==> src/verilog/mem_pkg.sv <==
//##########################################################
// Shared widths, field positions and memory geometry for
// the two-port protected memory subsystem.
//##########################################################

package mem_pkg;

	// Message widths.
	localparam int data_nbits     = 32;
	localparam int opaque_nbits   = 8;
	localparam int addr_nbits     = 32;
	localparam int req_ctl_nbits  = addr_nbits + opaque_nbits + 1;
	localparam int resp_ctl_nbits = opaque_nbits + 1;

	// Request control is {type, opaque, addr}.
	localparam int req_addr_lsb   = 0;
	localparam int req_opaque_lsb = req_addr_lsb + addr_nbits;
	localparam int req_type_bit   = req_opaque_lsb + opaque_nbits;

	// Response control is {type, opaque}.
	localparam int resp_opaque_lsb = 0;
	localparam int resp_type_bit   = resp_opaque_lsb + opaque_nbits;

	localparam logic type_read  = 1'b0;
	localparam logic type_write = 1'b1;

	// Word array, indexed by address bits 9:2.
	localparam int mem_words      = 256;
	localparam int word_idx_lsb   = 2;
	localparam int word_idx_nbits = $clog2(mem_words);

	// Upper half is secure.
	localparam int secure_base = 128;

	localparam logic domain_secure   = 1'b1;
	localparam logic domain_insecure = 1'b0;

	// Arbiter state encoding.
	localparam int state_nbits = 3;
	localparam logic [state_nbits-1:0] st_idle  = 3'd0;
	localparam logic [state_nbits-1:0] st_req0  = 3'd1;
	localparam logic [state_nbits-1:0] st_req1  = 3'd2;
	localparam logic [state_nbits-1:0] st_wait0 = 3'd3;
	localparam logic [state_nbits-1:0] st_wait1 = 3'd4;
	localparam logic [state_nbits-1:0] st_resp0 = 3'd5;
	localparam logic [state_nbits-1:0] st_resp1 = 3'd6;

endpackage

==> src/verilog/mem_req_if.sv <==
//##########################################################
// Memory request link with valid/ready handshake.
//##########################################################

`timescale 1ns/1ps

interface mem_req_if;

	logic                               val;
	logic                               rdy;
	logic [mem_pkg::req_ctl_nbits-1:0]  control;
	logic [mem_pkg::data_nbits-1:0]     data;
	logic                               domain;

	modport master (
		output val,
		input  rdy,
		output control,
		output data,
		output domain
	);

	modport slave (
		input  val,
		output rdy,
		input  control,
		input  data,
		input  domain
	);

endinterface

==> src/verilog/mem_resp_if.sv <==
//##########################################################
// Memory response link with valid/ready handshake,
// carrying the protection flag and the echoed domain.
//##########################################################

`timescale 1ns/1ps

interface mem_resp_if;

	logic                               val;
	logic                               rdy;
	logic [mem_pkg::resp_ctl_nbits-1:0] control;
	logic [mem_pkg::data_nbits-1:0]     data;
	logic                               insecure;
	logic                               domain;

	modport master (
		output val,
		input  rdy,
		output control,
		output data,
		output insecure,
		output domain
	);

	// Receiving side.
	modport slave (
		input  val,
		output rdy,
		input  control,
		input  data,
		input  insecure,
		input  domain
	);

endinterface

==> src/verilog/mem_arbiter.sv <==
//##########################################################
// Two-port fixed-priority arbiter. Serializes requests
// onto one memory link and routes each response back.
//##########################################################

`timescale 1ns/1ps

module mem_arbiter (
	input logic         clk,
	input logic         reset,

	mem_req_if.slave    req0,
	mem_req_if.slave    req1,
	mem_resp_if.master  resp0,
	mem_resp_if.master  resp1,

	mem_req_if.master   mem_req,
	mem_resp_if.slave   mem_resp
);

	logic [mem_pkg::state_nbits-1:0]    state_reg;
	logic [mem_pkg::state_nbits-1:0]    state_next;

	logic                               req_en;
	logic                               resp_en;
	logic                               sel1;

	logic [mem_pkg::req_ctl_nbits-1:0]  req0_control_reg;
	logic [mem_pkg::data_nbits-1:0]     req0_data_reg;
	logic                               req0_domain_reg;
	logic [mem_pkg::req_ctl_nbits-1:0]  req1_control_reg;
	logic [mem_pkg::data_nbits-1:0]     req1_data_reg;
	logic                               req1_domain_reg;

	logic [mem_pkg::resp_ctl_nbits-1:0] resp_control_reg;
	logic [mem_pkg::data_nbits-1:0]     resp_data_reg;
	logic                               resp_insecure_reg;
	logic                               resp_domain_reg;

	//##########################################################
	// State machine
	//##########################################################

	always_ff @(posedge clk) begin
		if (reset) begin
			state_reg <= mem_pkg::st_idle;
		end else begin
			state_reg <= state_next;
		end
	end

	always_comb begin
		state_next = state_reg;
		case (state_reg)
			mem_pkg::st_idle: begin
				// Port 0 always wins.
				if (req0.val) begin
					state_next = mem_pkg::st_req0;
				end else if (req1.val) begin
					state_next = mem_pkg::st_req1;
				end
			end
			mem_pkg::st_req0: begin
				if (mem_req.rdy) begin
					state_next = mem_pkg::st_wait0;
				end
			end
			mem_pkg::st_req1: begin
				if (mem_req.rdy) begin
					state_next = mem_pkg::st_wait1;
				end
			end
			mem_pkg::st_wait0: begin
				if (mem_resp.val) begin
					state_next = mem_pkg::st_resp0;
				end
			end
			mem_pkg::st_wait1: begin
				if (mem_resp.val) begin
					state_next = mem_pkg::st_resp1;
				end
			end
			mem_pkg::st_resp0: begin
				if (resp0.rdy) begin
					state_next = mem_pkg::st_idle;
				end
			end
			mem_pkg::st_resp1: begin
				if (resp1.rdy) begin
					state_next = mem_pkg::st_idle;
				end
			end
			default: begin
				state_next = mem_pkg::st_idle;
			end
		endcase
	end

	assign req_en  = (state_reg == mem_pkg::st_idle);
	assign resp_en = (state_reg == mem_pkg::st_wait0) || (state_reg == mem_pkg::st_wait1);
	assign sel1    = (state_reg == mem_pkg::st_req1);

	//##########################################################
	// Capture registers
	//##########################################################

	// Both ports are sampled every idle cycle.
	always_ff @(posedge clk) begin
		if (req_en) begin
			req0_control_reg <= req0.control;
			req0_data_reg    <= req0.data;
			req0_domain_reg  <= req0.domain;
			req1_control_reg <= req1.control;
			req1_data_reg    <= req1.data;
			req1_domain_reg  <= req1.domain;
		end
	end

	// Last load is the edge where the response is seen.
	always_ff @(posedge clk) begin
		if (resp_en) begin
			resp_control_reg  <= mem_resp.control;
			resp_data_reg     <= mem_resp.data;
			resp_insecure_reg <= mem_resp.insecure;
			resp_domain_reg   <= mem_resp.domain;
		end
	end

	//##########################################################
	// Memory link
	//##########################################################

	assign mem_req.val     = (state_reg == mem_pkg::st_req0) || sel1;
	assign mem_req.control = sel1 ? req1_control_reg : req0_control_reg;
	assign mem_req.data    = sel1 ? req1_data_reg : req0_data_reg;
	assign mem_req.domain  = sel1 ? req1_domain_reg : req0_domain_reg;

	// Requester ready only on the accepting cycle.
	assign req0.rdy = (state_reg == mem_pkg::st_req0) && mem_req.rdy;
	assign req1.rdy = sel1 && mem_req.rdy;

	assign mem_resp.rdy = resp_en;

	//##########################################################
	// Response ports
	//##########################################################

	assign resp0.val      = (state_reg == mem_pkg::st_resp0);
	assign resp0.control  = resp_control_reg;
	assign resp0.data     = resp_data_reg;
	assign resp0.insecure = resp_insecure_reg;
	assign resp0.domain   = resp_domain_reg;

	assign resp1.val      = (state_reg == mem_pkg::st_resp1);
	assign resp1.control  = resp_control_reg;
	assign resp1.data     = resp_data_reg;
	assign resp1.insecure = resp_insecure_reg;
	assign resp1.domain   = resp_domain_reg;

endmodule

==> src/flat_wrapper.sv <==
// flat-port wrapper written by rule: the top's interface ports become plain ports
module mem_arbiter_flat 
  (clk, reset, req0_val, req0_rdy, req0_control, req0_data, req0_domain, req1_val, req1_rdy, req1_control, req1_data, req1_domain, resp0_val, resp0_rdy, resp0_control, resp0_data, resp0_insecure, resp0_domain, resp1_val, resp1_rdy, resp1_control, resp1_data, resp1_insecure, resp1_domain, mem_req_val, mem_req_rdy, mem_req_control, mem_req_data, mem_req_domain, mem_resp_val, mem_resp_rdy, mem_resp_control, mem_resp_data, mem_resp_insecure, mem_resp_domain);
  mem_req_if req0_i ();
  mem_req_if req1_i ();
  mem_resp_if resp0_i ();
  mem_resp_if resp1_i ();
  mem_req_if mem_req_i ();
  mem_resp_if mem_resp_i ();
  input logic clk;
  input logic reset;
  input wire logic [$bits(req0_i.val)-1:0] req0_val;
  output wire logic [$bits(req0_i.rdy)-1:0] req0_rdy;
  input wire logic [$bits(req0_i.control)-1:0] req0_control;
  input wire logic [$bits(req0_i.data)-1:0] req0_data;
  input wire logic [$bits(req0_i.domain)-1:0] req0_domain;
  input wire logic [$bits(req1_i.val)-1:0] req1_val;
  output wire logic [$bits(req1_i.rdy)-1:0] req1_rdy;
  input wire logic [$bits(req1_i.control)-1:0] req1_control;
  input wire logic [$bits(req1_i.data)-1:0] req1_data;
  input wire logic [$bits(req1_i.domain)-1:0] req1_domain;
  output wire logic [$bits(resp0_i.val)-1:0] resp0_val;
  input wire logic [$bits(resp0_i.rdy)-1:0] resp0_rdy;
  output wire logic [$bits(resp0_i.control)-1:0] resp0_control;
  output wire logic [$bits(resp0_i.data)-1:0] resp0_data;
  output wire logic [$bits(resp0_i.insecure)-1:0] resp0_insecure;
  output wire logic [$bits(resp0_i.domain)-1:0] resp0_domain;
  output wire logic [$bits(resp1_i.val)-1:0] resp1_val;
  input wire logic [$bits(resp1_i.rdy)-1:0] resp1_rdy;
  output wire logic [$bits(resp1_i.control)-1:0] resp1_control;
  output wire logic [$bits(resp1_i.data)-1:0] resp1_data;
  output wire logic [$bits(resp1_i.insecure)-1:0] resp1_insecure;
  output wire logic [$bits(resp1_i.domain)-1:0] resp1_domain;
  output wire logic [$bits(mem_req_i.val)-1:0] mem_req_val;
  input wire logic [$bits(mem_req_i.rdy)-1:0] mem_req_rdy;
  output wire logic [$bits(mem_req_i.control)-1:0] mem_req_control;
  output wire logic [$bits(mem_req_i.data)-1:0] mem_req_data;
  output wire logic [$bits(mem_req_i.domain)-1:0] mem_req_domain;
  input wire logic [$bits(mem_resp_i.val)-1:0] mem_resp_val;
  output wire logic [$bits(mem_resp_i.rdy)-1:0] mem_resp_rdy;
  input wire logic [$bits(mem_resp_i.control)-1:0] mem_resp_control;
  input wire logic [$bits(mem_resp_i.data)-1:0] mem_resp_data;
  input wire logic [$bits(mem_resp_i.insecure)-1:0] mem_resp_insecure;
  input wire logic [$bits(mem_resp_i.domain)-1:0] mem_resp_domain;
  assign req0_i.val = req0_val;
  assign req0_rdy = req0_i.rdy;
  assign req0_i.control = req0_control;
  assign req0_i.data = req0_data;
  assign req0_i.domain = req0_domain;
  assign req1_i.val = req1_val;
  assign req1_rdy = req1_i.rdy;
  assign req1_i.control = req1_control;
  assign req1_i.data = req1_data;
  assign req1_i.domain = req1_domain;
  assign resp0_val = resp0_i.val;
  assign resp0_i.rdy = resp0_rdy;
  assign resp0_control = resp0_i.control;
  assign resp0_data = resp0_i.data;
  assign resp0_insecure = resp0_i.insecure;
  assign resp0_domain = resp0_i.domain;
  assign resp1_val = resp1_i.val;
  assign resp1_i.rdy = resp1_rdy;
  assign resp1_control = resp1_i.control;
  assign resp1_data = resp1_i.data;
  assign resp1_insecure = resp1_i.insecure;
  assign resp1_domain = resp1_i.domain;
  assign mem_req_val = mem_req_i.val;
  assign mem_req_i.rdy = mem_req_rdy;
  assign mem_req_control = mem_req_i.control;
  assign mem_req_data = mem_req_i.data;
  assign mem_req_domain = mem_req_i.domain;
  assign mem_resp_i.val = mem_resp_val;
  assign mem_resp_rdy = mem_resp_i.rdy;
  assign mem_resp_i.control = mem_resp_control;
  assign mem_resp_i.data = mem_resp_data;
  assign mem_resp_i.insecure = mem_resp_insecure;
  assign mem_resp_i.domain = mem_resp_domain;
  mem_arbiter u_core (.clk(clk), .reset(reset), .req0(req0_i), .req1(req1_i), .resp0(resp0_i), .resp1(resp1_i), .mem_req(mem_req_i), .mem_resp(mem_resp_i));
endmodule
==> config.mk <==
export PLATFORM = sky130hd
export DESIGN_NAME = mem_arbiter_flat
export DESIGN_NICKNAME = d
export VERILOG_FILES = /design/src/verilog/mem_pkg.sv /design/src/verilog/mem_req_if.sv /design/src/verilog/mem_resp_if.sv /design/src/verilog/mem_arbiter.sv /design/src/flat_wrapper.sv
export SDC_FILE = /design/constraint.sdc
export NUM_CORES = 1
export LEC_CHECK = 0
export ABC_AREA = 1
export BUFFER_PORTS_ARGS = -buffer_cell sky130_fd_sc_hd__buf_2
export CORE_AREA = 2 2 143 145
export CTS_CLUSTER_SIZE = 8
export DETAILED_ROUTE_END_ITERATION = 8
export DIE_AREA = 0 0 145 147
export MAX_ROUTING_LAYER = met4
export PLACE_DENSITY = 0.68
export SLEW_MARGIN = 20
export SYNTH_ARGS = -nofsm -noshare
export SYNTH_HDL_FRONTEND = slang
export SYNTH_SLANG_ARGS = --single-unit
export TNS_END_PERCENT = 30
==> constraint.sdc <==
create_clock -name clk -period 9.52 [get_ports clk]
set_input_delay 0.476 -clock clk [delete_from_list [all_inputs] [get_ports clk]]
set_output_delay 0.476 -clock clk [all_outputs]
set_load 0.05 [all_outputs]
==> impl_metrics.yaml, run 1 <==
timing:
  maxSlewHeadroom: 0.360
  tightest_slew_ns: 0.960
  finClkSkew_ns: 0.00970
  hold_violations: 0
  finalCritPeriodShare: 0.356
  slew_viol_final: 0
  setup_viol: 0
  final.min_clock_period_ns: 3.39
  rsz0062_at_grt: "false"
  fmax_ghz: 0.295
  fin_tns_setup_ns: 0
final_layout:
  final_common_cell: "buf_2"
  antenna_cells: 0
  nets: 910
  final_cell_mix: "buf_2, edfxtp_1, mux2_4"
  stdcell_count: 994
  postLayoutCoreUtil: 0.497
  syn_to_final_growth_pct: 30.9
  drive_above_1_share: 0.663
clocking:
  cts_max_path_buffers: 2
  clk_pin_slew_ns: 0.08
  postCtsHoldBufs: 0
  tritoncts: "built"
  cts_max_level: 4
  cts_setup_buffers: 0
  clkLatencyLatePin_ns: 0.42
  cts_made_buffers: 17
  root_buffer: "clkbuf_16"
  cts.sinks: 194
  cts.repair.resized: 0
route:
  drt_first_iter_violations: 166
  drtAntennaViolNets: 0
  avgRoutedWirePerCell_um: 15.9
  drtPass1Iterations: 4
  drc_errors: 0
  dr_total_vias: 4299
  vias_per_cell: 4.32
  wl_mm: 15.8
floorplanning:
  rows: 52
  die_w_um: 145
  die_h_um: 147
  die-area_um2: 21300
  initial_core_util: 0.380
  io_pins: 365
  placeableCoreArea_um2: 19800
worst_setup_path:
  required_ns: 9.04
  worst_setup_path_start_kind: "flop"
  critPathCaptureType: "output pin"
  crit_fanout: 46
  worstPathArrival_ns: 2.91
  path_class: "reg -> out"
global_route:
  grt_pass1_vias: 4268
  grt_max_degree: 79
  grt.overflow.total: 0
  grtUsageTotal: 0.148
  antenna_found_initial: 0
  grt_first_pass_wirelength_mm: 23.0
synthesis:
  synthCells: 377
  synth_cell_type_count: 20
  yosysWarnings: 0
  synth_seq_cells: 194
  post-synth-top-area-cell: "edfxtp_1"
  netlist.area_leader.share: 0.761
  ys_seq_area_frac: 0.769
  post_synth.cell_area_avg_um2: 20.0
  netlist_top_cells_area: "edfxtp_1, mux2_4, buf_4"
  syn_area_um2: 7530
  syn_nets: 576
placement:
  gp_congestion: 0.789
  numPortBuffers: 364
  dp_hpwl_mm: 11.8
  placed_cells: 962
run:
  maxCapViolations: 0
run_status:
  outcome: "completed"
worst_hold_path:
  holdCritPathClass: "in -> reg"
==> logic make-up after synthesis <==
family | synth area share
compound gates | 0.00399
buf+inv | 0.0684
flops | 0.769
mux | 0.135
simple gates | 0.0231
==> critical path, cell delays in order, from the launching register on <==
cell     delay (ns)
dfxtp_1        0.54
inv_4          0.11
nand2_4        0.44
buf_4          0.68
mux2_2         0.42
buf_2          0.21
==> metrics by stage <==
stage	hold slack (ns)	worst slack, ns	instance area, µm²
2_1_floorplan	0.575	2.13	7530
3_3_place_gp	0.588	6.58	9270
3_5_place_dp	0.607	6.55	9270
4_1_cts	0.194	6.08	9860
5_1_grt	0.188	5.94	9860
6_report	0.222	6.13	9860
==> metal layers <==
layer / vias up / part of all wire / track usage
li1: 2036 / - / -
met1: 2009 / 0.41 / 0.173
met2: 231 / 0.49 / 0.238
met3: 23 / 0.075 / 0.0497
met4: 0 / 0.023 / 0.0584
met5: - / 0 / -
==> final cells by class <==
cell class                 instances  area, µm²
clock buffer                      18        429
clock inverter                    14        164
fill                            1666       9990
inverter                          12       50.0
multi-input combinational        118       1230
sequential                       194       5800
tap                              270        338
timing repair buffer             368       1850
==> Yosys cell counts <==
| cell | instances |
|---|---|
| a211oi_1 | 1 |
| buf_12 | 5 |
| buf_2 | 1 |
| buf_4 | 46 |
| buf_8 | 1 |
| dfxtp_1 | 3 |
| edfxtp_1 | 191 |
| inv_1 | 9 |
| inv_2 | 1 |
| inv_4 | 2 |
| mux2_2 | 25 |
| mux2_4 | 49 |
| nand2_1 | 14 |
| nand2_4 | 2 |
| nand3_1 | 4 |
| nand4_1 | 2 |
| nor2_1 | 15 |
| nor3_1 | 2 |
| o21a_1 | 1 |
| o21ai_0 | 3 |
==> path summary, 6_finish.rpt <==
check                                        start                               endpoint  slack [ns]  cells after the start
setup / recovery  u_core.state_reg[2]$_SDFFE_PP0P_                    mem_req_control[39]        6.13                      5
hold / removal                        req0_data[7]      u_core.req0_data_reg[7]$_DFFE_PN_        0.22                      1
setup reg to reg  u_core.state_reg[1]$_SDFFE_PP0P_  u_core.req1_control_reg[31]$_DFFE_PN_        6.76                      5
hold reg to reg   u_core.state_reg[1]$_SDFFE_PP0P_       u_core.state_reg[1]$_SDFFE_PP0P_        0.62                      2
Power of run 1 is left out: the tool's default activity adds up to more than one toggle a clock period on the data nets, which glitch-free logic cannot reach.
==> run 2, diff against run 1 <==
Clock period 9.52 ns to 3.32 ns, I/O delays scaled along.
==> run 2 against run 1 <==
Utilization up 9.9 points. Count of clock-buffer cells in the layout unchanged. Register-to-register slack worse by 5.3 ns. Largest cell class unchanged. Die area unchanged. First-iteration DRC count up 27%. Hold slack worse by 0.016 ns. Critical path depth unchanged. Highest routed layer unchanged. Critical path type unchanged. Clock skew up 0.0071 ns. Global-route usage up 3.8 points. Worst setup slack worse by 5.5 ns. Via count up 20%. Wire length up 25%.
==> impl_metrics.yaml, run 2 (synthesis gave the netlist of run 1 again) <==
run_status:
  outcome: "completed"
timing:
  finClkSkew_ns: 0.0168
  fmax_ghz: 0.370
  slew_viol_final: 0
  worst_slack_ns: 0.616
  setup_viol: 0
  final.min_clock_period_ns: 2.70
  finalCritPeriodShare: 0.814
  fin_tns_setup_ns: 0
  maxSlewHeadroom: 0.525
  tightest_slew_ns: 0.713
  hold_violations: 0
  rsz0062_at_grt: "false"
global_route:
  antenna_found_initial: 0
  grt_first_pass_wirelength_mm: 29.4
  grt.overflow.total: 0
  grtUsageTotal: 0.186
  grt_pass1_vias: 5478
  grt_max_degree: 89
route:
  wl_met1_mm: 7.66
  dr_total_vias: 5178
  drt_first_iter_violations: 210
  dr.max_layer_used: "met4"
  drtAntennaViolNets: 0
  dr_wl_met2_mm: 10.6
  drc_errors: 0
  vias_per_cell: 4.36
  drtPass1Iterations: 4
  wl_mm: 19.7
  wl_met3_mm: 1.09
  avgRoutedWirePerCell_um: 16.6
clocking:
  cts_made_buffers: 17
  tritoncts: "built"
  cts.sinks: 194
  cts_max_path_buffers: 2
  clkLatencyLatePin_ns: 0.43
  root_buffer: "clkbuf_16"
  cts_max_level: 4
  clk_pin_slew_ns: 0.06
pwr:
  pwr-share-seq: 0.340
  power_density_nw_per_um2: 1080
  p_leak_nw: 5.16
  switchingPower_mw: 5.98
  clock_power_share: 0.160
  power.internal_mw: 6.80
  power_frac_comb: 0.500
  sw_frac_of_total: 0.468
  ir_worst_vdd_uv: 616
  p_total_mw: 12.8
worst_setup_path:
  crit_fanout: 40
  worstPathArrival_ns: 2.54
  cp_cell_sequence: "inv_4 -> nand2_4 -> buf_4 -> mux2_4 -> buf_2"
  worst_setup_path_start_kind: "flop"
  path_class: "reg -> out"
  critPathCaptureType: "output pin"
  crit_path_top_delay_cell: "dfxtp_1"
  crit_path_max_incr_delay_ns: 0.53
  required_ns: 3.15
placement:
  dp_hpwl_mm: 12.7
  dpl_worst_slack_ns: 1.05
  gp_congestion: 0.875
  numPortBuffers: 364
  placed_area_um2: 9310
final_layout:
  nets: 1103
  syn_to_final_growth_pct: 57.0
  num-fill-cells: 1443
  drive_above_1_share: 0.525
  final_cell_mix: "buf_2, dlygate4sd3_1, edfxtp_1"
  postLayoutCoreUtil: 0.596
  antenna_cells: 0
  final_area_um2: 11800
  final_common_cell: "buf_2"
floorplanning:
  die-area_um2: 21300
  placeableCoreArea_um2: 19800
  initial_core_util: 0.380
  die_h_um: 147
  rows: 52
  die_w_um: 145
  io_pins: 365
worst_hold_path:
  holdCritPathClass: "in -> reg"
run:
  maxCapViolations: 0
run 2: changes by cell type in the layout (fill, tap and decap cells not counted):
cell | previous run | this run
buf_4 | 4 | 2
inv_6 | 3 | 2
dlygate4sd3_1 | 0 | 192
clkinvlp_4 | 1 | 2
clkinv_4 | 2 | 3
clkinv_2 | 1 | 0
buf_12 | 0 | 3
run 2: stage by stage:
step | cells | hold WS, ns
6_report | 1187 | 0.206
5_1_grt | 1187 | 0.228
4_1_cts | 1187 | 0.167
3_5_place_dp | 963 | 0.344
3_3_place_gp | 963 | 0.342
2_1_floorplan | 377 | 0.265
run 2: routing by layer:
| layer | vias up | GRT usage |
|---|---|---|
| met4 | 0 | 0.0639 |
| met5 | - | - |
| met1 | 2482 | 0.209 |
| li1 | 2423 | - |
| met2 | 252 | 0.332 |
| met3 | 21 | 0.0391 |
run 2: repair_timing:
item	in CTS	in global routing
endpoints found under the hold margin	193	0
endpoints found under the setup margin	0	0
setup buffers	0	0
hold buffers	192	0
resized for setup	0	0
run 2: area by class of cell:
class,instances,area [µm²],share of cell area
inverters,12,50.0,0.00423
flip-flops and latches,194,5800,0.490
multi-input cells,118,1230,0.104
clock buffers,18,429,0.0363
clock inverters,14,166,0.0141
well taps,270,338,0.0286
repair buffers,561,3820,0.323
run 2: critical path: cells and delay by family, from the launching register on:
kind                   cells  cell delay [ns]
AND/OR/NAND/NOR            1             0.49
buffers and inverters      3             0.70
multiplexers               1             0.33
flip-flops                 1             0.53
run 2: final timing paths:
kind / from / endpoint / slack (ns) / cells after the start
max: u_core.state_reg[2]$_SDFFE_PP0P_ / mem_req_control[13] / 0.62 / 5
min: req0_val / u_core.state_reg[0]$_SDFFE_PP0P_ / 0.21 / 5
max reg2reg: u_core.state_reg[2]$_SDFFE_PP0P_ / u_core.resp0.data[12]$_DFFE_PP_ / 1.42 / 4
min reg2reg: u_core.state_reg[1]$_SDFFE_PP0P_ / u_core.state_reg[1]$_SDFFE_PP0P_ / 0.61 / 2
run 2: power groups by stage:
stage               registers [mW]  logic, mW  clock network [mW]
global placement              4.37       6.17                   0
CTS                           4.34       6.40                2.11
global route                  4.43       6.67                2.19
finish                        4.35       6.39                2.04
floorplan                     4.82       4.74                   0
detailed placement            4.39       6.22                   0
No activity file was read; power rests on OpenSTA's default activity.
